`src/sys_ctrl_pkg.sv`:
```
/* system control definitions: reset hold, bridge wait counts and states,
   interrupt register layout and level table */

package sys_ctrl_pkg;

	// reset stretch
	localparam int unsigned RESET_HOLD = 64;
	localparam int unsigned HOLD_W     = $clog2(RESET_HOLD);

	// extra cycles in st_wait, counted down to zero
	localparam int unsigned     WAIT_W    = 4;
	localparam logic [WAIT_W-1:0] FAST_WAIT = 4'd1;
	localparam logic [WAIT_W-1:0] CIA_WAIT  = 4'd9;   // slow E-clock style access

	typedef enum logic [1:0] {st_idle, st_wait, st_done} bridge_state_t;

	// intena/intreq layout
	localparam int unsigned IRQ_W      = 14;
	localparam int unsigned INT_MASTER = 14;   // master enable in intena
	localparam int unsigned INT_SETCLR = 15;   // 1 sets, 0 clears the written ones

	// priority level of each request bit, index 0 first
	localparam logic [2:0] LEVEL_OF_BIT [IRQ_W] = '{
		3'd1, 3'd1, 3'd1, 3'd2, 3'd3, 3'd3, 3'd3,
		3'd4, 3'd4, 3'd4, 3'd4, 3'd5, 3'd5, 3'd6
	};

endpackage

```
`src/reset_control.sv`:
```
/* reset sequencing: system reset hold counter and two-stage release of
   the processor reset */

`timescale 1ns/1ns

module reset_control
	import sys_ctrl_pkg::*;
(
	input  logic clk,
	input  logic reset,
	input  logic kbd_rst,     // keyboard reset request
	output logic sys_reset,
	output logic cpu_reset
);

	logic [HOLD_W-1:0] hold_cnt;
	logic              rst_sync;   // first release stage

	// hold counter, any source restarts it
	always_ff @(posedge clk) begin
		if (reset || kbd_rst) begin
			hold_cnt  <= '0;
			sys_reset <= 1'b1;
		end else if (sys_reset) begin
			if (hold_cnt == HOLD_W'(RESET_HOLD - 1))
				sys_reset <= 1'b0;   // RESET_HOLD cycles after the source fell
			else
				hold_cnt <= hold_cnt + 1'b1;
		end
	end

	// processor leaves reset two cycles after the system
	always_ff @(posedge clk) begin
		if (reset) begin
			rst_sync  <= 1'b1;
			cpu_reset <= 1'b1;
		end else begin
			rst_sync  <= sys_reset;
			cpu_reset <= rst_sync;
		end
	end

endmodule

```
`config.mk`:
```
export PLATFORM = sky130hd
export DESIGN_NAME = reset_control
export DESIGN_NICKNAME = d
export VERILOG_FILES = /design/src/sys_ctrl_pkg.sv /design/src/reset_control.sv
export SDC_FILE = /design/constraint.sdc
export NUM_CORES = 1
export LEC_CHECK = 0
export BUFFER_PORTS_ARGS = -buffer_cell sky130_fd_sc_hd__buf_2
export CORE_AREA = 2 2 39 41
export DETAILED_ROUTE_END_ITERATION = 10
export DIE_AREA = 0 0 41 43
export GPL_ROUTABILITY_DRIVEN = 0
export GPL_TIMING_DRIVEN = 0
export PLACE_DENSITY = 0.43
export SLEW_MARGIN = 10
export SYNTH_ARGS = -nofsm -noshare
export SYNTH_HDL_FRONTEND = slang
export SYNTH_SLANG_ARGS = --single-unit
```
`constraint.sdc`:
```
create_clock -name clk -period 1.6 [get_ports clk]
set_clock_uncertainty 0.15 [all_clocks]
set_input_delay 0.32 -clock clk [delete_from_list [all_inputs] [get_ports clk]]
set_output_delay 0.32 -clock clk [all_outputs]
set_load 0.05 [all_outputs]
```
-- Yosys cells after proc, flatten, opt, wreduce, memory -nomap -nowiden
Index checks and enable logic that the tools add are counted.
- register bits after elaboration: 9
- latch bits: 0
- bits in writable memories: 0
- memory bits (read-only): 0
- bits of input ports: 3
- word-level logic and storage cells: 11
- memories kept: 0
- add/sub/neg operators: 1
- multipliers: 0
- divide/modulo/power cells: 0
- order comparisons: 0
- equality and inequality tests: 1
- shift-type cells: 0
- muxes and demuxes: 2
- bitwise gates (word level): 1
- reductions and logical operators: 2
- operator list (kind ; count):
    $add 6x1->6 const B ; 1
    $eq 6x6->1 const B ; 1
    $mux 1 ; 2
    $reduce_and 2->1 ; 1
    $logic_or 1x1->1 ; 1
    $not 1->1 ; 1

-- Depth between registers and ports, before layout
- depth in word-level cells: 3
- gate-level depth with buffers: 4

-- Least setup slack after synthesis
Ideal clock, no wire load.
- kind: reg-to-reg
- start point: register sys_reset
- end point: register hold_cnt[4]
- setup time: 0.123 ns
- arrival time: 1.096 ns
- data required time: 1.327 ns
- path slack: 0.231 ns
- cell stages (with the launch flop): 4
- path through: dfxtp_1 -> nand4_1 -> nor3_1 -> a211oi_1
- cells in the longest elaborated chain, start to end: 1
- RTL lines (item ; RTL line ; text):
    start, declared ; reset_control.sv:12 ; output logic sys_reset,
    start signal, assigned ; reset_control.sv:23 ; sys_reset <= 1'b1;
    start signal, assigned ; reset_control.sv:26 ; sys_reset <= 1'b0;
    $reduce_and 2->1 (no source line) ; n/a ;
    end signal, assigned ; reset_control.sv:28 ; hold_cnt <= hold_cnt + 1'b1;
    end, declared ; reset_control.sv:16 ; logic [HOLD_W-1:0] hold_cnt;
Every way passes these cells.
A chain may end at the register's enable or synchronous reset.

-- Worst setup path in the final report
- start point: register sys_reset
- end point: output sys_reset
No word-level cell between the ends.

==> results.md <==
* **path class of the lowest-slack min-delay path** in2reg
* **critical register-to-register path endpoint** hold_cnt[3]
* **filler cell count** 153
* **# Post-CTS Setup Buffers** 0
* **fraction of the core area covered by cells at the end of the flow** 32.10%
* **Routed wire per std cell** 10.67 microns
* **end of the worst hold path** rst_sync
* **required time worst endpoint** 1130 ps
* **Post-synth EDFFs** 0
* **number of buffer cells added on primary ports** 4
* **Slew @ Worst Pin** 345.4 ps
* **buffers from clock root to sink, at most** 2
* **final-layout setup total negative slack** 0 ps
* **power per cell area** 954.3 nW/um^2
* **critical path buffer and inverter count** 1
* **total global-route track usage** 9.990%
* **core area** 1384 sq um
* **critical path type** reg2out
* **Min-Delay Startpoint** reset
* **number of placement rows** 14
* **detailed-placement wirelength estimate** 495.7 microns
* **slack of the worst reg-to-reg path** 210 ps
* **Post-Syn Nets** 43
* **largest fanout on the critical path** 8
* **path depth of the worst reg2reg path** 4
* **leading cell types in the layout, fill and taps excluded** 9 x dfxtp_1, 5 x nand2_1, 4 x buf_2, 3 x mux2i_1, 3 x clkbuf_4
* **clock tree from TritonCTS** yes
* **VDD IR max** 0.2865 mV
* **final cell count without fillers** 63
* **slowest stage cell, crit path** dfxtp_1
* **crit path capture type** primary output
* **violation count after the first detailed-route iteration** 8
* **number of cells produced by synthesis** 39
* **Sink Count** 9
* **run status** completed
* **aggregate global routing overflow** 0
* **post-detailed-route count of antenna-violating nets** 0
* **cell total after placement** 59
* **Area Overhead vs Synth** 17.55%
* **depth of the worst hold-timing path** 2
* **ratio of cells with drive above 1 in the final layout** 21.28%
* **Finished Cell Area** 444.2 sq um
* **Syn Area/Cell** 9.689 sq um
* **total of flip-flops plus latches after synthesis** 9
* **Post-Place Cell Area** 417.9 sq um
* **time the worst path needs with I/O delays and setup** 1498 ps
* **boundary pin count** 5
* **distinct cell type count of the synthesized netlist** 20
* **Most Used Layer, Global Route** met2
* **detailed-route DRC error count** 0
* **unrepaired setup endpoints after global routing** false
* **element type at the critical path start** register
* **YS warnings** 0
* **Antenna Cells** 0
* **final hold violations** 0
* **largest delay contributor family on the critical path** flip-flops
* **ordered cell list for the critical path** buf_2
* **total number of nets in the final design** 52
* **overall power** 423.9 uW
* **number of buffers created by CTS** 3
* **root buffer cell** clkbuf_4
* **global-route wire length before repair** 1131 microns
* **most common library cell in the layout ignoring fill and taps** dfxtp_1
* **Routed WL** 672 microns
* **worst skew pair latency** 270 ps
* **met1 usage** 11.11%
* **largest net degree at the start of global routing** 9
* **Crit. Startpoint** sys_reset
* **CTS clk-pin slew, worst paths** 60 ps
* **Mapped Area** 377.9 sq um
* **Setup-failing EPs final** 0
* **final cycle utilization of the critical path** 93.63%
* **met2 Usage GRT** 14.69%
* **initial core utilization** 27.31%
* **static leakage** 0.0001680 uW
* **CP peak stage delay** 450 ps
* **number of levels the H-tree was split into** 1
* **via count of the routed design** 307
* **post-DR vias/cell** 4.873
* **number of buffers added to fix hold violations after cts** 0
* **die area** 1763 sq um
* **Detailed Routing Iterations Pass 1** 4
* **share of flip-flops with an asynchronous set or reset** 0%
* **met3 demand-to-capacity share in global routing** 3.141%
* **critical path arrival** 1030 ps
* **remaining max-slew budget at the tightest pin** 76.89%
* **die height** 43 microns
* **Fmax** 0.6675 GHz
* **via count of the first global-routing pass** 283
* **die boundary width** 41 microns
* **antenna violations before repair** 0
* **leading register cell type out of synthesis** dfxtp_1
* **register area share after synthesis** 47.68%
* **number of max-slew violations in the final report** 0
* **# Max-Cap Violations** 0
* **Reg-to-Reg Start** hold_cnt[0]
* **Post-CTS Resized** 0
-- cell usage after synthesis, types with 2 or more instances --
master | n | area [sq um]
a21oi_1 | 2 | 10.01
dfxtp_1 | 9 | 180.2
inv_1 | 2 | 7.510
mux2i_1 | 3 | 30.03
nand2_1 | 5 | 18.77
nand4_1 | 2 | 12.51
nor3_1 | 2 | 10.01
or2_1 | 2 | 12.51
-- report_power, final --
| group | switching [uW] | leakage (uW) | internal, uW |
|---|---|---|---|
| sequential | 2.15 | 0.0000729 | 227 |
| combinational | 7.80 | 0.0000801 | 6.22 |
| clock | 84.8 | 0.0000150 | 96.4 |
| total | 94.7 | 0.000168 | 329 |
-- cell families (layout without fill, tap and decap cells) --
group           count (synthesis)  in the layout  synth area share, %
fa+ha+maj                       1              1                3.311
flops                           9              9                47.68
buf+inv                         2             10                1.987
mux                             3              3                7.947
simple gates                   18             18                26.82
compound gates                  6              6                12.25
-- worst max-delay path by stage --
stage | endpoint | slack [ps] | cells after the start
global placement | hold_cnt[3] | 240 | 4
CTS | sys_reset | 100 | 1
global route | sys_reset | 60 | 1
detailed placement | hold_cnt[3] | 210 | 4
finish | sys_reset | 100 | 1
floorplan | hold_cnt[4] | 230 | 3
-- metal layers --
layer | routed length, microns | up-vias
li1 | - | 155
met1 | 305 | 140
met2 | 309 | 7
met3 | 34 | 5
met4 | 23 | 0
met5 | 0 | -
-- registers in the layout, summed over array words and instances, names as in the netlist --
signal,flops
hold_cnt,6
cpu_reset,1
sys_reset,1
rst_sync,1
-- through the flow --
step,worst slack [ps],hold slack [ps]
2_1_floorplan,231.1,233.2
3_3_place_gp,240.2,242.7
3_5_place_dp,206.9,243.6
4_1_cts,101.2,142.0
5_1_grt,57.15,164.8
6_report,101.9,134.1
-- layout make-up --
type | instances | area [sq um] | share of cell area (%)
Sequential cell | 9 | 180.2 | 40.56
Multi-Input combinational cell | 28 | 190.2 | 42.82
Timing Repair Buffer | 4 | 20.02 | 4.507
Tap cell | 16 | 20.02 | 4.507
Inverter | 2 | 7.507 | 1.690
Clock buffer | 4 | 26.28 | 5.915
Power figures use the tool's default switching activity.
