### config.mk
export PLATFORM = sky130hd
export DESIGN_NAME = address_decoder_flat
export DESIGN_NICKNAME = d
export VERILOG_FILES = /design/src/bus_map_pkg.sv /design/src/cpu_bus_if.sv /design/src/address_decoder.sv /design/src/flat_wrapper.sv
export SDC_FILE = /design/constraint.sdc
export NUM_CORES = 1
export LEC_CHECK = 0
export ABC_AREA = 1
export BUFFER_PORTS_ARGS = -buffer_cell sky130_fd_sc_hd__buf_2
export CAP_MARGIN = 30
export CORE_AREA = 2 2 39 41
export DETAILED_ROUTE_END_ITERATION = 8
export DIE_AREA = 0 0 41 43
export GPL_TIMING_DRIVEN = 0
export PLACE_DENSITY = 0.56
export SLEW_MARGIN = 20
export SYNTH_ARGS = -nofsm -noshare
export SYNTH_HDL_FRONTEND = slang
export SYNTH_SLANG_ARGS = --single-unit
### constraint.sdc
create_clock -name clk -period 0.8 [get_ports clk]
set_input_delay 0.08 -clock clk [delete_from_list [all_inputs] [get_ports clk]]
set_output_delay 0.08 -clock clk [all_outputs]
set_load 0.03 [all_outputs]
### src/kick_rom.hex
// kickstart rom, one 16-bit hex word per line, word 0 first
1111
4ef9
00f8
00d2
0000
ffff
5a3c
c3a5
2468
9bdf
7e01
0180
a55a
3c5a
6d2e
8421

### src/bus_map_pkg.sv
/* address map of the system bus: bus widths, region enum, memory sizes,
   region base bytes and custom register offsets */

package bus_map_pkg;

	// bus widths, addr is the 68000 word address A23..A1
	localparam int unsigned ADDR_W = 23;
	localparam int unsigned DATA_W = 16;
	localparam int unsigned BE_W   = 2;

	// decoded target of one processor access
	typedef enum logic [2:0] {
		reg_none,   // unmapped, reads as zero
		reg_chip,
		reg_kick,
		reg_cia,
		reg_custom,
		reg_rtc
	} region_t;

	// memory sizes in words, both mirror through their whole range
	localparam int unsigned CHIP_WORDS = 1024;
	localparam int unsigned KICK_WORDS = 16;
	localparam int unsigned CHIP_AW    = $clog2(CHIP_WORDS);
	localparam int unsigned KICK_AW    = $clog2(KICK_WORDS);
	localparam string       KICK_FILE  = "/design/src/kick_rom.hex";

	// range tags on the upper word address bits
	localparam logic [2:0]  CHIP_HI     = 3'b000;   // A23..A21, 0x000000-0x1fffff
	localparam logic [4:0]  KICK_HI     = 5'h1f;    // A23..A19, 0xf80000-0xffffff
	localparam logic [7:0]  CIA_BASE    = 8'hbf;    // top address byte
	localparam int unsigned CIA_A_SEL   = 11;       // word bit of A12, low selects CIA-A
	localparam logic [7:0]  RTC_BASE    = 8'hdc;
	localparam logic [11:0] CUSTOM_BASE = 12'hdff;  // custom page, A23..A12

	// custom register byte offsets inside the page
	localparam logic [11:0] INTENAR = 12'h01c;
	localparam logic [11:0] INTREQR = 12'h01e;
	localparam logic [11:0] INTENA  = 12'h09a;
	localparam logic [11:0] INTREQ  = 12'h09c;

endpackage

### src/cpu_bus_if.sv
/* internal processor bus: one accepted request plus its decoded region */

`timescale 1ns/1ns

interface cpu_bus_if import bus_map_pkg::*; ();

	logic [ADDR_W-1:0] addr;    // word address
	logic [DATA_W-1:0] wdata;
	logic              we;
	logic [BE_W-1:0]   be;      // [1] upper byte, [0] lower byte
	logic              strobe;  // one cycle, the accept cycle
	region_t           region;

	// request side, needs the region for its wait count
	modport bridge (
		output addr, wdata, we, be, strobe,
		input  region
	);

	// strobe and we feed the overlay register
	modport decoder (
		input  addr, we, strobe,
		output region
	);

	modport slave (
		input addr, wdata, we, be, strobe, region
	);

endinterface

### src/address_decoder.sv
/* address decoder: word address to region, kickstart overlay register */

`timescale 1ns/1ns

module address_decoder
	import bus_map_pkg::*;
(
	input  logic       clk,
	input  logic       cpu_reset,
	cpu_bus_if.decoder bus
);

	logic    ovl;          // rom mapped over chip space
	logic    in_chip;
	logic    in_kick;
	logic    in_cia;
	logic    in_rtc;
	logic    in_custom;
	logic    cia_a_wr;
	region_t region_d;

	//--------------------------------------------------------------------------
	// range compares on the upper address bits

	assign in_chip   = (bus.addr[ADDR_W-1 -: 3] == CHIP_HI);
	assign in_kick   = (bus.addr[ADDR_W-1 -: 5] == KICK_HI);
	assign in_cia    = (bus.addr[ADDR_W-1 -: 8] == CIA_BASE);
	assign in_rtc    = (bus.addr[ADDR_W-1 -: 8] == RTC_BASE);
	assign in_custom = (bus.addr[ADDR_W-1 -: 12] == CUSTOM_BASE);

	always_comb begin
		region_d = reg_none;   // unmapped default
		if (in_chip)
			region_d = (ovl && !bus.we) ? reg_kick : reg_chip;   // writes still hit ram
		else if (in_kick)
			region_d = reg_kick;
		else if (in_cia)
			region_d = reg_cia;
		else if (in_rtc)
			region_d = reg_rtc;
		else if (in_custom)
			region_d = reg_custom;
	end

	assign bus.region = region_d;

	//--------------------------------------------------------------------------
	// overlay, set through processor reset, cleared by first CIA-A write

	assign cia_a_wr = bus.strobe && bus.we && (region_d == reg_cia) &&
		!bus.addr[CIA_A_SEL];

	always_ff @(posedge clk) begin
		if (cpu_reset)
			ovl <= 1'b1;
		else if (cia_a_wr)
			ovl <= 1'b0;
	end

endmodule

### src/flat_wrapper.sv
// flat-port wrapper written by rule: the top's interface ports become plain ports
module address_decoder_flat import bus_map_pkg::*;
  (clk, cpu_reset, bus_addr, bus_we, bus_strobe, bus_region);
  cpu_bus_if bus_i ();
  input  logic clk;
  input  logic cpu_reset;
  input wire logic [$bits(bus_i.addr)-1:0] bus_addr;
  input wire logic [$bits(bus_i.we)-1:0] bus_we;
  input wire logic [$bits(bus_i.strobe)-1:0] bus_strobe;
  output wire logic [$bits(bus_i.region)-1:0] bus_region;
  assign bus_i.addr = bus_addr;
  assign bus_i.we = bus_we;
  assign bus_i.strobe = bus_strobe;
  assign bus_region = bus_i.region;
  address_decoder u_core (.clk(clk), .cpu_reset(cpu_reset), .bus(bus_i));
endmodule
-- After elaboration in Yosys (flattened, before gate mapping)
Index checks and enable logic that the tools add are counted.
- bits in registers: 1
- output and inout bits: 3
- logic and storage cells: 19
- equal/unequal tests: 5
- mux-type cells: 6
- reduce and logical (&&, ||, !) cells: 7
- operators by type and width (cell ; count):
    $eq 8x8->1 const B ; 2
    $mux 3 ; 5
    $eq 12x12->1 const B ; 1
    $eq 5x5->1 const B ; 1
    $logic_and 1x1->1 ; 4
    $eq 3x2->1 const B ; 1
    $logic_not 3->1 ; 1
    $logic_not 1->1 ; 2
    $mux 2 ; 1

-- Depth between registers and ports, before layout
- depth in word-level cells: 9
- gate-level depth with buffers: 6

-- Least setup slack after synthesis
Ideal clock, no wire load.
- kind: register to output
- start: register u_core.ovl
- end: output port bus_region[1]
- data arrival time: 756 ps
- data required time: 720 ps
- setup slack: -36 ps
- cell stages (with the launch flop): 5
- cells stage by stage: dfxtp_1 > nand2_1 > nand2_1 > inv_1 > a21oi_2
- longest elaborated chain between the ends: 3
- RTL lines (item ; RTL line ; text):
    start: declaration ; address_decoder.sv:13 ; logic ovl;
    start signal: assignment ; address_decoder.sv:55 ; ovl <= 1'b1;
    start signal: assignment ; address_decoder.sv:57 ; ovl <= 1'b0;
    $logic_and 1x1->1 ; address_decoder.sv:34 ; region_d = (ovl && !bus.we) ? reg_kick : reg_chip;
    $mux 2 ; address_decoder.sv:34 ;
    $mux 3 ; address_decoder.sv:33 ; if (in_chip)
    end: declaration ; flat_wrapper.sv:10 ; output wire logic [$bits(bus_i.region)-1:0] bus_region;
No other way between the ends.

-- Worst setup path after layout
- start: input port bus_addr[21]
- end: output port bus_region[1]
- longest elaborated chain between the ends: 5
- elaborated cells between the ends (all ways): 8
- classes of those cells: 3 x eq/ne; 4 x mux; 1 x reduce/logical
- RTL lines (item ; RTL line ; text):
    start: declaration ; flat_wrapper.sv:7 ; input wire logic [$bits(bus_i.addr)-1:0] bus_addr;
    $eq 8x8->1 ; address_decoder.sv:28 ; assign in_rtc = (bus.addr[ADDR_W-1 -: 8] == RTC_BASE);
    $mux 3 ; address_decoder.sv:39 ; else if (in_rtc)
    $mux 3 ; address_decoder.sv:37 ; else if (in_cia)
    $mux 3 ; address_decoder.sv:35 ; else if (in_kick)
    $mux 3 * ; address_decoder.sv:33 ;
Mark *: on every way between the ends. The rest lies on a longest branch, timed or not.

==> results.txt <==
----------------------------------------------------
[Route]
  Total Routed Length ... 613 um
  Detailed-routing iteration count for the pre-antenna-repair pass ... 2
  Detail-routed via count per cell ... 3.972
  Drt drc ... 0
  Total number of vias ... 286
  Count of nets left with antenna violations after detail routing ... 0
  Routed WL per cell ... 8.514 um
  Iteration-0 DRC Markers ... 1

[Place]
  Last weighted congestion value of the routability-driven placer ... 0.6342
  Detailed placement HPWL ... 449.8 um
  Dpl cell area ... 310.3 sq um
  Post-Place Setup Slack ... -96.15 ps
  Placed Cells incl. Taps ... 70
  Number of I/O port buffers ... 18

[Setup path]
  Data required time at the worst endpoint ... 720 ps
  Worst Path Class, Setup ... input pin to output port
  Startpoint kind of the worst setup timing path ... input pin
  Element type at the critical path end ... output port
  Critical path cell sequence ... buf_8 -> inv_6 -> nand2_4 -> nor2_4 -> nand2_2 -> a21oi_4 -> buf_6
  Family of cells with the greatest summed delay on the critical path ... buffers and inverters
  Slack of the worst reg-to-reg path ... 290 ps
  Worst reg2reg path depth ... 2
  Launching element of the worst setup path ... bus_addr[21]
  Beginning of the worst register-to-register path ... u_core.ovl$_SDFFE_PP1P_
  Largest fanout on the critical path ... 2
  Arrival time at the worst endpoint ... 750 ps
  Reg-to-Reg End ... u_core.ovl$_SDFFE_PP1P_
  CP peak stage delay ... 150 ps
  Number of buffers and inverters on the critical path ... 3
  CP max stage cell ... sky130_fd_sc_hd__a21oi_4

[Floorplan]
  Core area ... 1384 sq um
  Effective utilization at floorplan ... 0.1392
  Chip Width ... 41 um
  # rows ... 14
  Number of I/O pins ... 30
  Vert. Die Dim ... 43 um
  Die Footprint ... 1763 sq um

[Final layout]
  Antenna Diode Count ... 0
  Area Overhead vs Synth ... 138.3%
  Finished Cell Area ... 459.2 sq um
  Number of flip-flops in the largest register ... 1
  Final nets ... 85
  Register with the most flip-flops ... u_core.ovl
  Fin cells ... 72
  Layout cell share with drive strength beyond 1 ... 0.7857
  Largest regs ... u_core.ovl: 1 flops

[Yosys]
  Post-synth EDFFs ... 0
  Dominant register cell in the synthesized netlist ... sky130_fd_sc_hd__dfxtp_1
  Number of instances in the synthesized netlist ... 36
  Async set-or-reset flop fraction in the synthesized netlist ... 0
  Number of synthesis warnings ... 0
  Average size of a mapped cell ... 5.352 sq um
  Most area-consuming cells after synthesis ... sky130_fd_sc_hd__nand2_1, sky130_fd_sc_hd__nand2_2, sky130_fd_sc_hd__nor2_4
  Synthesized netlist net count ... 63
  Count leader, synth ... sky130_fd_sc_hd__nand2_1
  Share of synthesized area occupied by flip-flops and latches ... 0.1039
  Commonest cells in the netlist ... sky130_fd_sc_hd__nand2_1, sky130_fd_sc_hd__inv_1, sky130_fd_sc_hd__nor2_1, sky130_fd_sc_hd__nand2_2, sky130_fd_sc_hd__nand3_1
  Yosys top cell by area ... sky130_fd_sc_hd__nand2_1
  Distinct cells, synth ... 12
  Top-area cell type share of the netlist area ... 0.2143
  Area of the mapped netlist ... 192.7 sq um
  #FFs+latches synth ... 1

[Pwr]
  Reg power frac ... 0.227
  Static Leak ... 0.2337 nW
  Share of total power consumed by net switching ... 0.3772
  PwrDens ... 488.3 nW/um^2
  NetSw ... 0.08458 mW
  Peak VDD IR ... 0.2149 mV
  Internal Dissipation ... 0.1397 mW
  Fraction of power consumed by combinational cells ... 0.773
  Proportion of power drawn by the clock network ... 0

[Min path]
  Hold Path End ... u_core.ovl$_SDFFE_PP1P_
  HP Start ... cpu_reset
  HP Class ... input pin to register
  Hold path depth ... 3

[Global routing]
  Pin count of the biggest net entering global routing ... 4
  Via count of the first global-routing pass ... 243
  First-pass GRT wire length ... 897 um
  Remaining global-route overflow ... 0
  Total routing resource utilization after global routing ... 0.06900
  Antenna violations before repair ... 0

[Timing]
  Unrepaired setup endpoints after global routing ... yes
  Final clock skew ... 0 ps
  Final Max Slew Viols ... 0
  Post-layout minimum cycle time ... 825.4 ps
  Final worst-path cycle share ... 1.032
  Slew at the pin closest to its max-slew limit ... 146.9 ps
  Crit path setup slack, layout ... -25.35 ps
  Setup violations, final ... 1
  Final number of hold-violating endpoints ... 0
  Max frequency ... 1212 MHz
  Slew margin rel. ... 0.9015

[Clocking]
  CTS clock-pin slew for the worst setup and hold paths ... 0 ps
  Clock latency on the worst-skew pair ... 0 ps

[Job]
  Max-Cap Viols ... 0

[Run status]
  Failing checks ... setup timing
  Status ... finished, violations left

----------------------------------------------------
==> stage by stage <==
step                total power [mW]    util  hold slack [ps]  TNS, ps
detailed placement            0.1569  0.2242            264.1   -225.1
global placement              0.1552  0.2242            258.8   -255.2
finish                        0.2242  0.3318            261.4   -25.35
CTS                           0.1949  0.2812            264.1   -25.93
global route                  0.2387  0.3318            281.9   -103.7
floorplan                     0.1041       -            171.8        0
==> cell usage in the layout, fill, tap and decap left out, types with 2 or more instances in the layout <==
| cell type | synthesis | final |
|---|---|---|
| sky130_fd_sc_hd__buf_2 | 0 | 8 |
| sky130_fd_sc_hd__buf_4 | 0 | 3 |
| sky130_fd_sc_hd__buf_6 | 0 | 8 |
| sky130_fd_sc_hd__inv_1 | 5 | 3 |
| sky130_fd_sc_hd__nand2_1 | 11 | 4 |
| sky130_fd_sc_hd__nand2_2 | 4 | 8 |
| sky130_fd_sc_hd__nand2_4 | 0 | 3 |
| sky130_fd_sc_hd__nand3_1 | 3 | 2 |
| sky130_fd_sc_hd__nor2_2 | 0 | 2 |
| sky130_fd_sc_hd__nor2_4 | 2 | 4 |
==> final cells by class <==
cell class / instances / area, sq um
sequential: 1 / 21.27
tap: 16 / 20.02
fill: 155 / 924.6
timing repair buffer: 20 / 167.7
inverter: 6 / 30.03
multi-input combinational: 29 / 220.2
==> metal layers <==
metal / share of wire / wire length [um] / vias to the layer above / track usage
met5: 0 / 0 / - / 0
met4: 0 / 0 / 0 / 0
met3: 0.090 / 55 / 0 / 0.01047
met2: 0.60 / 369 / 9 / 0.1375
met1: 0.31 / 188 / 127 / 0.07302
li1: - / - / 150 / -
==> worst max-delay path by stage <==
stage	cells past startpoint	to
floorplan	4	bus_region[1]
CTS	7	bus_region[1]
global placement	7	bus_region[1]
detailed placement	7	bus_region[1]
global route	7	bus_region[1]
finish	7	bus_region[1]
==> repair_timing <==
item | 4_1_cts | 5_1_grt
pin swaps | 9 | 11
cloned | 0 | 0
endpoints found under the setup margin | 3 | 4
hold buffers | 0 | 0
setup buffers | 1 | 1
gates resized for setup | 23 | 16
==> power by group through the flow <==
stage               sequential (mW)  clock (mW)  combinational [mW]
CTS                          0.0509           0               0.144
detailed placement           0.0509           0               0.106
finish                       0.0509           0               0.173
floorplan                    0.0509           0              0.0531
global route                 0.0509           0               0.188
global placement             0.0509           0               0.104
==> worst reg2reg max path, stage by stage (launching register included) <==
cell and delay (ps):
sky130_fd_sc_hd__dfxtp_2 300, sky130_fd_sc_hd__nand2_1 60, sky130_fd_sc_hd__nand2_1 40
==> cell families after synthesis <==
kind of cell,Yosys count,share of synthesized area
AOI/OAI and AO/OA,1,0.04546
buffers and inverters,6,0.1169
and+or+nand+nor,28,0.7337
DFF,1,0.1039
(Power assumes the default switching activity.)
