--- src/kick_rom.hex ---
// kickstart rom, one 16-bit hex word per line, word 0 first
1111
4ef9
00f8
00d2
0000
ffff
5a3c
c3a5
2468
9bdf
7e01
0180
a55a
3c5a
6d2e
8421

--- src/bus_map_pkg.sv ---
/* address map of the system bus: bus widths, region enum, memory sizes,
   region base bytes and custom register offsets */

package bus_map_pkg;

	// bus widths, addr is the 68000 word address A23..A1
	localparam int unsigned ADDR_W = 23;
	localparam int unsigned DATA_W = 16;
	localparam int unsigned BE_W   = 2;

	// decoded target of one processor access
	typedef enum logic [2:0] {
		reg_none,   // unmapped, reads as zero
		reg_chip,
		reg_kick,
		reg_cia,
		reg_custom,
		reg_rtc
	} region_t;

	// memory sizes in words, both mirror through their whole range
	localparam int unsigned CHIP_WORDS = 1024;
	localparam int unsigned KICK_WORDS = 16;
	localparam int unsigned CHIP_AW    = $clog2(CHIP_WORDS);
	localparam int unsigned KICK_AW    = $clog2(KICK_WORDS);
	localparam string       KICK_FILE  = "/design/src/kick_rom.hex";

	// range tags on the upper word address bits
	localparam logic [2:0]  CHIP_HI     = 3'b000;   // A23..A21, 0x000000-0x1fffff
	localparam logic [4:0]  KICK_HI     = 5'h1f;    // A23..A19, 0xf80000-0xffffff
	localparam logic [7:0]  CIA_BASE    = 8'hbf;    // top address byte
	localparam int unsigned CIA_A_SEL   = 11;       // word bit of A12, low selects CIA-A
	localparam logic [7:0]  RTC_BASE    = 8'hdc;
	localparam logic [11:0] CUSTOM_BASE = 12'hdff;  // custom page, A23..A12

	// custom register byte offsets inside the page
	localparam logic [11:0] INTENAR = 12'h01c;
	localparam logic [11:0] INTREQR = 12'h01e;
	localparam logic [11:0] INTENA  = 12'h09a;
	localparam logic [11:0] INTREQ  = 12'h09c;

endpackage

--- src/sys_ctrl_pkg.sv ---
/* system control definitions: reset hold, bridge wait counts and states,
   interrupt register layout and level table */

package sys_ctrl_pkg;

	// reset stretch
	localparam int unsigned RESET_HOLD = 64;
	localparam int unsigned HOLD_W     = $clog2(RESET_HOLD);

	// extra cycles in st_wait, counted down to zero
	localparam int unsigned     WAIT_W    = 4;
	localparam logic [WAIT_W-1:0] FAST_WAIT = 4'd1;
	localparam logic [WAIT_W-1:0] CIA_WAIT  = 4'd9;   // slow E-clock style access

	typedef enum logic [1:0] {st_idle, st_wait, st_done} bridge_state_t;

	// intena/intreq layout
	localparam int unsigned IRQ_W      = 14;
	localparam int unsigned INT_MASTER = 14;   // master enable in intena
	localparam int unsigned INT_SETCLR = 15;   // 1 sets, 0 clears the written ones

	// priority level of each request bit, index 0 first
	localparam logic [2:0] LEVEL_OF_BIT [IRQ_W] = '{
		3'd1, 3'd1, 3'd1, 3'd2, 3'd3, 3'd3, 3'd3,
		3'd4, 3'd4, 3'd4, 3'd4, 3'd5, 3'd5, 3'd6
	};

endpackage

--- src/cpu_bus_if.sv ---
/* internal processor bus: one accepted request plus its decoded region */

`timescale 1ns/1ns

interface cpu_bus_if import bus_map_pkg::*; ();

	logic [ADDR_W-1:0] addr;    // word address
	logic [DATA_W-1:0] wdata;
	logic              we;
	logic [BE_W-1:0]   be;      // [1] upper byte, [0] lower byte
	logic              strobe;  // one cycle, the accept cycle
	region_t           region;

	// request side, needs the region for its wait count
	modport bridge (
		output addr, wdata, we, be, strobe,
		input  region
	);

	// strobe and we feed the overlay register
	modport decoder (
		input  addr, we, strobe,
		output region
	);

	modport slave (
		input addr, wdata, we, be, strobe, region
	);

endinterface

--- src/bus_bridge.sv ---
/* processor bus bridge: valid/ready port, wait-state FSM and the
   wired-OR read data bus */

`timescale 1ns/1ns

module bus_bridge
	import bus_map_pkg::*;
	import sys_ctrl_pkg::*;
(
	input  logic              clk,
	input  logic              sys_reset,
	// processor port
	input  logic              cpu_valid,
	input  logic [ADDR_W-1:0] cpu_addr,
	input  logic              cpu_we,
	input  logic [BE_W-1:0]   cpu_be,
	input  logic [DATA_W-1:0] cpu_wdata,
	output logic              cpu_ready,
	output logic [DATA_W-1:0] cpu_rdata,
	// internal bus and slave read ports
	cpu_bus_if.bridge         bus,
	input  logic [DATA_W-1:0] chip_rdata,
	input  logic [DATA_W-1:0] custom_rdata
);

	bridge_state_t     state;
	logic [WAIT_W-1:0] wait_cnt;   // remaining extra cycles
	logic              accept;

	//--------------------------------------------------------------------------
	// request path

	// master holds the fields until ready, so they go straight onto the bus
	assign bus.addr  = cpu_addr;
	assign bus.wdata = cpu_wdata;
	assign bus.we    = cpu_we;
	assign bus.be    = cpu_be;

	assign accept     = cpu_valid && (state == st_idle) && !sys_reset;
	assign bus.strobe = accept;   // slaves sample on the accept edge

	//--------------------------------------------------------------------------
	// cycle sequencing

	always_ff @(posedge clk) begin
		if (sys_reset) begin
			state    <= st_idle;
			wait_cnt <= '0;
		end else begin
			case (state)
				st_idle: begin
					if (accept) begin
						state <= st_wait;
						// cia region is the slow one
						wait_cnt <= (bus.region == reg_cia) ? CIA_WAIT : FAST_WAIT;
					end
				end
				st_wait: begin
					if (wait_cnt == '0)
						state <= st_done;
					else
						wait_cnt <= wait_cnt - 1'b1;
				end
				st_done: state <= st_idle;   // single ready cycle
				default: state <= st_idle;
			endcase
		end
	end

	assign cpu_ready = (state == st_done);

	// wired-OR, each slave returns zero outside its own region
	assign cpu_rdata = chip_rdata | custom_rdata;

endmodule

--- src/flat_wrapper.sv ---
// flat-port wrapper written by rule: the top's interface ports become plain ports
module bus_bridge_flat import bus_map_pkg::*; import sys_ctrl_pkg::*;
  (clk, sys_reset, cpu_valid, cpu_addr, cpu_we, cpu_be, cpu_wdata, cpu_ready, cpu_rdata, chip_rdata, custom_rdata, bus_addr, bus_wdata, bus_we, bus_be, bus_strobe, bus_region);
  cpu_bus_if bus_i ();
  input  logic clk;
  input  logic sys_reset;
  input  logic cpu_valid;
  input  logic [ADDR_W-1:0] cpu_addr;
  input  logic cpu_we;
  input  logic [BE_W-1:0] cpu_be;
  input  logic [DATA_W-1:0] cpu_wdata;
  output logic cpu_ready;
  output logic [DATA_W-1:0] cpu_rdata;
  input  logic [DATA_W-1:0] chip_rdata;
  input  logic [DATA_W-1:0] custom_rdata;
  output wire logic [$bits(bus_i.addr)-1:0] bus_addr;
  output wire logic [$bits(bus_i.wdata)-1:0] bus_wdata;
  output wire logic [$bits(bus_i.we)-1:0] bus_we;
  output wire logic [$bits(bus_i.be)-1:0] bus_be;
  output wire logic [$bits(bus_i.strobe)-1:0] bus_strobe;
  input wire logic [$bits(bus_i.region)-1:0] bus_region;
  assign bus_addr = bus_i.addr;
  assign bus_wdata = bus_i.wdata;
  assign bus_we = bus_i.we;
  assign bus_be = bus_i.be;
  assign bus_strobe = bus_i.strobe;
  assign bus_i.region = bus_region;
  bus_bridge u_core (.clk(clk), .sys_reset(sys_reset), .cpu_valid(cpu_valid), .cpu_addr(cpu_addr), .cpu_we(cpu_we), .cpu_be(cpu_be), .cpu_wdata(cpu_wdata), .cpu_ready(cpu_ready), .cpu_rdata(cpu_rdata), .bus(bus_i), .chip_rdata(chip_rdata), .custom_rdata(custom_rdata));
endmodule
--- config.mk ---
export PLATFORM = sky130hd
export DESIGN_NAME = bus_bridge_flat
export DESIGN_NICKNAME = d
export VERILOG_FILES = /design/src/bus_map_pkg.sv /design/src/sys_ctrl_pkg.sv /design/src/cpu_bus_if.sv /design/src/bus_bridge.sv /design/src/flat_wrapper.sv
export SDC_FILE = /design/constraint.sdc
export NUM_CORES = 1
export LEC_CHECK = 0
export CORE_MARGIN = 4
export CORE_UTILIZATION = 35
export CTS_BUF_LIST = sky130_fd_sc_hd__clkbuf_2 sky130_fd_sc_hd__clkbuf_4 sky130_fd_sc_hd__clkbuf_8
export DETAILED_ROUTE_END_ITERATION = 12
export DONT_BUFFER_PORTS = 1
export PLACE_DENSITY = 0.53
export SYNTH_ARGS = -nofsm -noshare
export SYNTH_HDL_FRONTEND = slang
export SYNTH_SLANG_ARGS = --single-unit
--- constraint.sdc ---
create_clock -name clk -period 1.7 [get_ports clk]
set_input_delay 0.085 -clock clk [delete_from_list [all_inputs] [get_ports clk]]
set_output_delay 0.085 -clock clk [all_outputs]
set_load 0.03 [all_outputs]
## After elaboration in Yosys (flattened, before gate mapping)

Index checks and enable logic that the tools add are counted.
W data, S select, Z words.

- Add/sub/neg operators: 1
- Equality and inequality tests: 6
- Mux-type cells: 7
- Bitwise gates (word level): 1
- Reduce and logical (&&, ||, !) cells: 8

Operator list:

| kind | count |
|---|---|
| $or A16 B16 Y16 | 1 |
| $mux W4 | 3 |
| $pmux W4 S2 | 1 |
| $logic_not A4 Y1 | 1 |
| $mux W2 | 2 |
| $ne A2 B2 Y1 const B | 2 |
| $pmux W2 S2 | 1 |
| $sub A4 B1 Y4 const B | 1 |
| $eq A3 B2 Y1 const B | 1 |
| $reduce_and A3 Y1 | 1 |
| $eq A2 B1 Y1 const B | 1 |
| $eq A2 B2 Y1 const B | 1 |
| $logic_and A1 B1 Y1 | 2 |
| $logic_not A2 Y1 | 1 |
| $ne A2 B1 Y1 const B | 1 |
| $reduce_and A2 Y1 | 1 |
| $reduce_bool A2 Y1 | 1 |
| $logic_not A1 Y1 | 1 |

- Bits in registers: 6
- Output and inout port bits: 60
- Word-level logic and storage cells: 25

## Logic depth before layout (Yosys ltp)

Gate-level depths: netlist of the first run.

- Depth in word-level cells: 5
- Depth in mapped cells: 5
- Gate-level depth less buffers: 5

## Worst setup path before layout of the first run

No wires, ideal clock.

- Path kind: reg2out
- From: register u_core.state[1]
- To: output bus_strobe
- Arrival time: 1.554 ns
- Data required time: 1.615 ns
- Path slack: 0.061 ns
- Stages on the path, launching flop included: 3
- Cells stage by stage: dfxtp_1 clkbuf_1 nor4b_1

- Longest elaborated chain between the ends: 3

RTL lines:

| item | line | text |
|---|---|---|
| start: declaration | bus_bridge.sv:26 | `bridge_state_t state;` |
| start signal: assignment | bus_bridge.sv:47 | `state <= st_idle;` |
| start signal: assignment | bus_bridge.sv:53 | `state <= st_wait;` |
| start signal: assignment | bus_bridge.sv:60 | `state <= st_done;` |
| $logic_not A2 Y1 | bus_bridge.sv:39 | `assign accept = cpu_valid && (state == st_idle) && !sys_reset;` |
| $logic_and A1 B1 Y1 (2 in series) | bus_bridge.sv:39 |  |
| end: declaration | flat_wrapper.sv:20 | `output wire logic [$bits(bus_i.strobe)-1:0] bus_strobe;` |

No other way between the ends.

## Worst setup path in the final report of the first run

- From: register u_core.wait_cnt[1]
- To: register u_core.wait_cnt[0]

- Longest elaborated chain between the ends: 3

RTL lines:

| item | line | text |
|---|---|---|
| start: declaration | bus_bridge.sv:27 | `logic [WAIT_W-1:0] wait_cnt;` |
| start signal: assignment | bus_bridge.sv:55 | `wait_cnt <= (bus.region == reg_cia) ? CIA_WAIT : FAST_WAIT;` |
| start signal: assignment | bus_bridge.sv:62 | `wait_cnt <= wait_cnt - 1'b1;` |
| $logic_not A4 Y1 | bus_bridge.sv:59 | `if (wait_cnt == '0)` |
| $ne A2 B2 Y1 (no line) | -- |  |
| $reduce_and A3 Y1 (no line) | -- |  |

No other way between the ends.
A chain may end at the register's enable or synchronous reset.

==> results.toml, run 1 <==
[synthesis]
synth_top_area_share_pct = 41.2
synth.distinct_cells = 23
synth-compound-area-share_pct = 8.50
synth.most_common_cell = "buf_4"
synthFlopType = "dfxtp_1"
synth.area.top_cells = "buf_4, dfxtp_1, or2_2"
async_reset_ff_share_pct = 0
synth_fa_ha_area_share_pct = 3.27
synth_top_family_by_area = "buffers and inverters"
synth_mux_area_share_pct = 0
yosys.area_share.xor_xnor_pct = 0
synth_edf_count = 0
yosys_warnings = 0
synth_seq_area_share_pct = 15.7
syn_avg_cell_area_um2 = 7.89
syn-num-nets = 179
yosysTopAreaCell = "buf_4"
synth_seq_cells = 6
yosys-top-cells-count = "buf_4, or2_2, dfxtp_1, inv_1, nor2_1"
yosys.area_share.simple_pct = 28.9
synthCells = 97
syn_area_um2 = 766

[clock_tree]
htree_levels = 1
cts_made_buffers = 3
cts_tree = "yes"
worstSkewPairLatency_ns = 0.25
clockBufferDepth = 2
cts-root-buf = "clkbuf_4"
path_clk_slew_ns = 0.05
post_cts_buffers = 0
cts_num_sinks = 6

[power_and_ir_drop]
vdd_drop_max_mv = 0.357
power_uw = 509
p_leak_nw = 0.192
power_density_mw_per_mm2 = 951

[finish]
fin_nets = 144
layout-drive-gt1-share_pct = 38.3
diodes = 0
syn_to_final_growth_pct = -30.1
instances_no_fill = 87

[place]
dp_slack_ns = 0.158
finalWeightedCongestion = 0.723
io_buffers = 0
dp_hpwl_mm = 1.13
placed_cells_incl_taps = 82

[global_route]
grt_usage_pct = 8.36
grt_max_degree = 12
grt-ovfl-total = 0
grt_pass1_wl_mm = 1.77
antenna_found_initial = 0
grt_pass1_vias = 423

[hold_path]
hold_path_class = "primary input to flop"

[worst_setup_path]
cp_data_arrival_time_ns = 1.70
crit_type = "flop to flop"
critPathSlowestCell = "or3_1"
slowest_delay_ns = 0.39
worstSetupStartpointType = "flop"
cp.required_ns = 1.87
path_max_fanout = 6
crit_path_end_kind = "flop"
cp_cell_sequence = "inv_1 > ha_1 > and4bb_4 > or3_1 > a211oi_2"

[timing]
holdWs_ns = 0.0673
rsz0062_at_grt = "false"
setup_slack_ns = 0.165
fin_setup_tns_ns = 0
period_minus_slack_ns = 1.53
clock.fmax_ghz = 0.652
worstMarginPinSlew_ns = 0.581
slew_viol_final = 0
relSlewSlack_pct = 61.2
hold_violations = 0
finalSetupViolCount = 0
fin_crit_sh_pct = 90.3
finClkSkew_ns = 0.00290

[die]
dieArea_mm2 = 0.00300
pin_count = 140
die_h_um = 54.8
coreArea_mm2 = 0.00202
die_w_um = 54.8
initial_core_util_pct = 37.9
fp-row-count = 16

[drt]
post_drt_wl_per_cell_um = 15.8
via_count = 486
ant_nets = 0
drtPass1Iterations = 3
drc_errors = 0
drt-initial-drc-count = 2
routed_via_density = 5.59
drt_wl_total_mm = 1.38

[run_status]
status = "finished, final reports clean"

[flow_run]
drv_cap = 0
report_power, final:
| group | switching [mW] | internal (mW) | total [mW] |
|---|---|---|---|
| Clock | 0.0550 | 0.0801 | 0.135 |
| Combinational | 0.111 | 0.0762 | 0.187 |
| Sequential | 0.0264 | 0.160 | 0.187 |
metal layers:
metal | track usage [%] | vias up | share of wire (%)
met1 | 7.77 | 204 | 30
li1 | - | 208 | -
met3 | 7.08 | 18 | 21
met5 | 0 | - | 0
met4 | 7.47 | 0 | 4.6
met2 | 11.2 | 56 | 44
state kept, by name, summed over array words and instances (netlist names):
signal,flops
u_core.state,2
u_core.wait_cnt,4
worst paths after layout:
check                     start                 end  slack (ns)  cells after the start
max          u_core.wait_cnt[1]  u_core.wait_cnt[0]        0.17                      5
min               bus_region[1]  u_core.wait_cnt[3]        0.07                      2
max reg2reg  u_core.wait_cnt[1]  u_core.wait_cnt[0]        0.17                      5
min reg2reg  u_core.wait_cnt[1]  u_core.wait_cnt[1]        0.50                      2
final cells by class:
type,count,area (um^2)
Multi-Input combinational cell,44,317
Timing Repair Buffer,3,27.5
Tap cell,27,33.8
Inverter,4,15.0
Clock buffer,3,22.5
Sequential cell,6,120
Fill cell,218,1490
layout by cell type, fill, tap and decap left out:
cell type | netlist | final
or2_2 | 16 | 16
dfxtp_1 | 6 | 6
inv_1 | 4 | 3
nor2_1 | 3 | 3
clkbuf_4 | 0 | 3
nor4b_1 | 2 | 2
nor2b_1 | 2 | 2
nand2b_1 | 2 | 2
nor4_1 | 2 | 2
o31a_1 | 2 | 2
o21ai_0 | 2 | 2
nand4b_1 | 2 | 2
ha_1 | 2 | 2
dlygate4sd3_1 | 0 | 2
inv_2 | 0 | 1
and4bb_4 | 1 | 1
o31ai_1 | 1 | 1
or4b_1 | 1 | 1
a21oi_1 | 1 | 1
or3_1 | 1 | 1
a211oi_2 | 0 | 1
nor3_1 | 1 | 1
a311oi_1 | 1 | 1
a221oi_1 | 1 | 1
buf_4 | 42 | 1
timing repair:
item	CTS	global route
endpoints found under the hold margin	6	0
endpoints found under the setup margin	0	1
hold buffers	2	0
resized for setup	0	2
logic make-up (layout without fill, tap and decap cells):
logic type | after synthesis | in the layout
AOI/OAI and AO/OA | 9 | 9
adders and majority gates | 2 | 2
DFF | 6 | 6
and+or+nand+nor | 33 | 33
buffers and inverters | 47 | 10
per-stage QoR:
stage | util, % | instance area (um^2)
after floorplan | - | 766
after global placement | 24.1 | 488
after detailed placement | 24.1 | 488
after CTS | 26.2 | 531
after global routing | 26.5 | 536
final | 26.5 | 536
critical path, delay by kind of cell (launching register included):
kind / cells / cell delay [ns]
simple gates: 2 / 0.62
flops: 1 / 0.36
compound gates: 1 / 0.21
fa+ha+maj: 1 / 0.19
buf+inv: 1 / 0.08
Note: power is estimated with default switching activity, not from simulation.
==> run 2: changes to the inputs <==
--- a/config.mk
+++ b/config.mk
@@ -7,8 +7,8 @@
 export LEC_CHECK = 0
-export CORE_MARGIN = 4
-export CORE_UTILIZATION = 35
+export CORE_AREA = 4 4 52 54
 export CTS_BUF_LIST = sky130_fd_sc_hd__clkbuf_2 sky130_fd_sc_hd__clkbuf_4 sky130_fd_sc_hd__clkbuf_8
 export DETAILED_ROUTE_END_ITERATION = 12
+export DIE_AREA = 0 0 56 58
 export DONT_BUFFER_PORTS = 1
-export PLACE_DENSITY = 0.53
+export PLACE_DENSITY = 0.52
 export SYNTH_ARGS = -nofsm -noshare
==> constraint.sdc (replaced) <==
create_clock -name clk -period 1.7 [get_ports clk]
set_input_delay 0.17 -clock clk [delete_from_list [all_inputs] [get_ports clk]]
set_output_delay 0.17 -clock clk [all_outputs]
set_load 0.05 [all_outputs]
==> run 2 against run 1 <==
Cell area up 0.93%. Power up 7.7%. Hold slack worse by 0.035 ns. Clock skew up 0.0019 ns. Sequential share of layout area down 0.21 points. Global-route usage down 0.55 points.
==> results.toml, run 2 (synthesis gave the netlist of run 1 again) <==
[run_status]
status = "finished, final reports clean"

[clock_tree]
htree_levels = 1
cts-root-buf = "clkbuf_4"
path_clk_slew_ns = 0.05
cts_made_buffers = 3
cts_tree = "yes"
worstSkewPairLatency_ns = 0.25
post_cts_buffers = 0
cts_num_sinks = 6
clockBufferDepth = 2

[hold_path]
hold_end = "u_core.wait_cnt[2]"
hold_depth = 1
hold_path_class = "primary input to flop"
min_from = "cpu_valid"

[worst_setup_path]
r2r_start = "u_core.wait_cnt[0]"
cp.required_ns = 1.87
crit_type = "flop to flop"
worstSetupStartpointType = "flop"
reg2reg_to = "u_core.wait_cnt[1]"
crit_start = "u_core.wait_cnt[0]"
rr_worst_depth = 5
path_max_fanout = 6
crit_path_end_kind = "flop"
r2r_slack_ns = 0.11
cp_data_arrival_time_ns = 1.76

[place]
dp_slack_ns = 0.124
io_buffers = 0
finalWeightedCongestion = 0.763
dp_hpwl_mm = 1.24

[global_route]
grt_pass1_wl_mm = 1.97
grt_usage_pct = 7.81
antenna_found_initial = 0
grt_pass1_vias = 396
grt-ovfl-total = 0
grt_max_degree = 12

[flow_run]
drv_cap = 0

[finish]
largest_reg_flops = 4
reg_top3 = "u_core.wait_cnt x4, u_core.state x2"
diodes = 0
regArea_um2 = 120
layout_commonest_cell = "or2_2"
fin_nets = 144
final_cell_mix = "or2_2, dfxtp_1, inv_1"
fillers = 255
layout-drive-gt1-share_pct = 40.0
syn_to_final_growth_pct = -29.4
multiInputGateArea_um2 = 323
top_register = "u_core.wait_cnt"

[die]
initial_core_util_pct = 34.6
pin_count = 140
dieArea_mm2 = 0.00325
die_w_um = 56
coreArea_mm2 = 0.00221
die_h_um = 58
fp-row-count = 17

[drt]
drtPass1Iterations = 3
via_count = 508
drc_errors = 0
drt_wl_total_mm = 1.56
post_drt_wl_per_cell_um = 17.7
drt-initial-drc-count = 2
ant_nets = 0
routed_via_density = 5.77

[timing]
fin_crit_sh_pct = 93.3
finClkSkew_ns = 0.00482
relSlewSlack_pct = 75.6
finalSetupViolCount = 0
fin_setup_tns_ns = 0
worstMarginPinSlew_ns = 0.366
period_minus_slack_ns = 1.59
hold_violations = 0
slew_viol_final = 0
setup_slack_ns = 0.113
clock.fmax_ghz = 0.630

[power_and_ir_drop]
p_leak_nw = 0.196
vdd_drop_max_mv = 0.309
power_density_mw_per_mm2 = 1010
==> run 2: cell types whose count changed in the layout (fill, tap and decap cells not counted) <==
cell,before,now
buf_4,1,2
inv_2,1,0
dlygate4sd3_1,2,1
nor4b_2,0,1
inv_1,3,4
nor4b_1,2,1
==> run 2: area by class of cell <==
class	instances	share of cell area (%)
inverter	4	2.78
clock buffer	3	4.17
tap	28	6.48
timing repair buffer	3	4.63
sequential	6	22.2
multi-input combinational	44	59.7
==> run 2: repair_timing <==
| item | in CTS | in global routing |
|---|---|---|
| gates resized for setup | 0 | 1 |
| setup endpoints to repair | 0 | 1 |
| hold endpoints to repair | 6 | 0 |
| hold buffers | 1 | 0 |
==> run 2: power breakdown <==
| group | leakage [nW] | internal (mW) | switching (mW) |
|---|---|---|---|
| registers | 0.0494 | 0.161 | 0.0299 |
| logic | 0.133 | 0.0771 | 0.148 |
| clock network | 0.0138 | 0.0799 | 0.0523 |
==> run 2: worst max-delay path: stages, from the launching register on <==
cell	delay, ns
dfxtp_1	0.35
inv_1	0.10
ha_1	0.22
and4bb_4	0.23
or4b_1	0.47
a21oi_1	0.15
==> run 2: how the worst max path moves through the flow <==
stage | endpoint | slack, ns
global placement | u_core.wait_cnt[1] | 0.19
floorplan | bus_strobe | 0.07
finish | u_core.wait_cnt[1] | 0.11
detailed placement | u_core.wait_cnt[0] | 0.12
CTS | u_core.wait_cnt[0] | 0.10
global route | u_core.wait_cnt[1] | -0.002
==> run 2: layer usage <==
metal | global-route usage, % | share of wire, %
met5 | 0 | 0
met3 | 7.80 | 20
met1 | 6.34 | 28
met2 | 10.9 | 45
met4 | 7.12 | 6.4
==> run 2: metrics by stage <==
stage          instance area (um^2)  instances  hold slack [ns]  total power, mW  utilization, %
4_1_cts                         536         88           0.0277            0.550            24.2
2_1_floorplan                   772         97            0.239            0.644               -
6_report                        541         88           0.0320            0.548            24.4
3_3_place_gp                    503         84            0.241            0.407            22.7
3_5_place_dp                    503         84            0.246            0.411            22.7
5_1_grt                         541         88           0.0161            0.585            24.4
==> run 3: changes to the inputs <==
CORE_AREA = 5 5 52 54   (was 4 4 52 54)
DIE_AREA = 0 0 57 59   (was 0 0 56 58)
PLACE_DENSITY = 0.53   (was 0.52)
SLEW_MARGIN = 5   (was not set)
==> run 3 against run 2 <==
Die area rose by 3.5%. Combinational power barely moved. Fmax fell by 0.17%. Power barely moved. Highest routed layer unchanged. Sequential share of layout area rose by 0.21 points. Hold slack got worse by 0.0024 ns. Count of clock-buffer cells in the layout did not move. First-iteration DRC count rose to 3.5 times the previous value. Non-clock buffer count did not move. Critical endpoint unchanged.
==> results.toml, run 3 (synthesis gave the netlist of run 1 again) <==
[timing]
fin_setup_tns_ns = 0
hold_violations = 0
finClkSkew_ns = 0.00231
rsz0062_at_grt = "true"
fin_crit_sh_pct = 93.5
period_minus_slack_ns = 1.59
setup_slack_ns = 0.111
relSlewSlack_pct = 76.2
worstMarginPinSlew_ns = 0.356
clock.fmax_ghz = 0.629
slew_viol_final = 0
finalSetupViolCount = 0

[worst_setup_path]
worstSetupStartpointType = "flop"
path_max_fanout = 6
crit_type = "flop to flop"
cp.required_ns = 1.88
crit_path_end_kind = "flop"
cp_data_arrival_time_ns = 1.77

[die]
die_h_um = 59
initial_core_util_pct = 35.3
pin_count = 140
fp-row-count = 17
coreArea_mm2 = 0.00217
dieArea_mm2 = 0.00336
die_w_um = 57

[place]
placed_cells_incl_taps = 84
dp_hpwl_mm = 1.31
io_buffers = 0
dp_slack_ns = 0.130
finalWeightedCongestion = 0.756

[finish]
fillers = 248
final_cell_mix = "or2_2, dfxtp_1, inv_1"
fin_nets = 144
layout-drive-gt1-share_pct = 38.3
instances_no_fill = 88
syn_to_final_growth_pct = -30.1
utilization_pct = 24.7
diodes = 0
layout_commonest_cell = "or2_2"
reg_top3 = "u_core.wait_cnt x4, u_core.state x2"
top_register = "u_core.wait_cnt"
largest_reg_flops = 4

[clock_tree]
postCtsResizedCells = 0
cts_made_buffers = 3
cts_tree = "yes"
cts-root-buf = "clkbuf_4"
htree_levels = 1
worstSkewPairLatency_ns = 0.25
cts_num_sinks = 6
path_clk_slew_ns = 0.05
clockBufferDepth = 2

[global_route]
antenna_found_initial = 0
grt_max_degree = 12
grt_pass1_wl_mm = 2.15
grt_usage_pct = 8.70
grt-ovfl-total = 0
grt_pass1_vias = 425

[drt]
routed_via_density = 5.36
drt-initial-drc-count = 7
ant_nets = 0
via_count = 472
drc_errors = 0
drtPass1Iterations = 4
post_drt_wl_per_cell_um = 18.2
drt_wl_total_mm = 1.61

[power_and_ir_drop]
vdd_drop_max_mv = 0.356
power_density_mw_per_mm2 = 1020
p_leak_nw = 0.195
power_uw = 548

[hold_path]
hold_path_class = "primary input to flop"

[run_status]
status = "finished, final reports clean"

[flow_run]
drv_cap = 0
[run 3: changes by cell type in the layout (fill, tap and decap cells not counted)]
cell and change:
a211oi_1 +1, a211oi_2 -1
[run 3: repair_timing]
| item | 4_1_cts | 5_1_grt |
|---|---|---|
| endpoints found under the hold margin | 6 | 0 |
| buffers inserted | 0 | 0 |
| hold buffers | 1 | 0 |
| endpoints found under the setup margin | 0 | 2 |
[run 3: per-layer routing]
metal  wire, um  GRT usage, %
met5          0             0
met4         45          6.62
met3        275          5.23
met2        826          14.0
met1        457          8.06
[run 3: cell type report]
| class | count | area [um^2] | area share (%) |
|---|---|---|---|
| sequential | 6 | 120 | 22.4 |
| multi-input combinational | 44 | 318 | 59.3 |
| clock buffer | 3 | 22.5 | 4.21 |
| timing repair buffer | 3 | 25.0 | 4.67 |
| inverter | 4 | 15.0 | 2.80 |
| tap | 28 | 35.0 | 6.54 |
[run 3: worst paths after layout]
path / startpoint / endpoint / slack (ns) / cells past startpoint
worst min register to register: u_core.wait_cnt[1] / u_core.wait_cnt[1] / 0.51 / 2
worst min-delay path: cpu_valid / u_core.wait_cnt[2] / 0.03 / 1
worst max register to register: u_core.wait_cnt[0] / u_core.wait_cnt[1] / 0.11 / 5
worst max-delay path: u_core.wait_cnt[0] / u_core.wait_cnt[1] / 0.11 / 5
[run 3: power by group]
| part | internal (mW) | leakage, nW | switching, mW |
|---|---|---|---|
| combinational | 0.0762 | 0.132 | 0.149 |
| sequential | 0.161 | 0.0494 | 0.0291 |
| clock | 0.0800 | 0.0138 | 0.0539 |
[run 3: through the flow]
| step | hold WS (ns) | cell area [um^2] |
|---|---|---|
| finish | 0.0297 | 536 |
| global route | 0.0266 | 536 |
| CTS | 0.0281 | 536 |
| detailed placement | 0.245 | 503 |
| global placement | 0.241 | 503 |
| floorplan | 0.239 | 772 |
[run 3: critical path, stage by stage, from the launching register on]
cell      delay [ns]
dfxtp_1         0.35
inv_1           0.10
ha_1            0.23
and4bb_4        0.23
or4b_1          0.47
a21oi_1         0.15
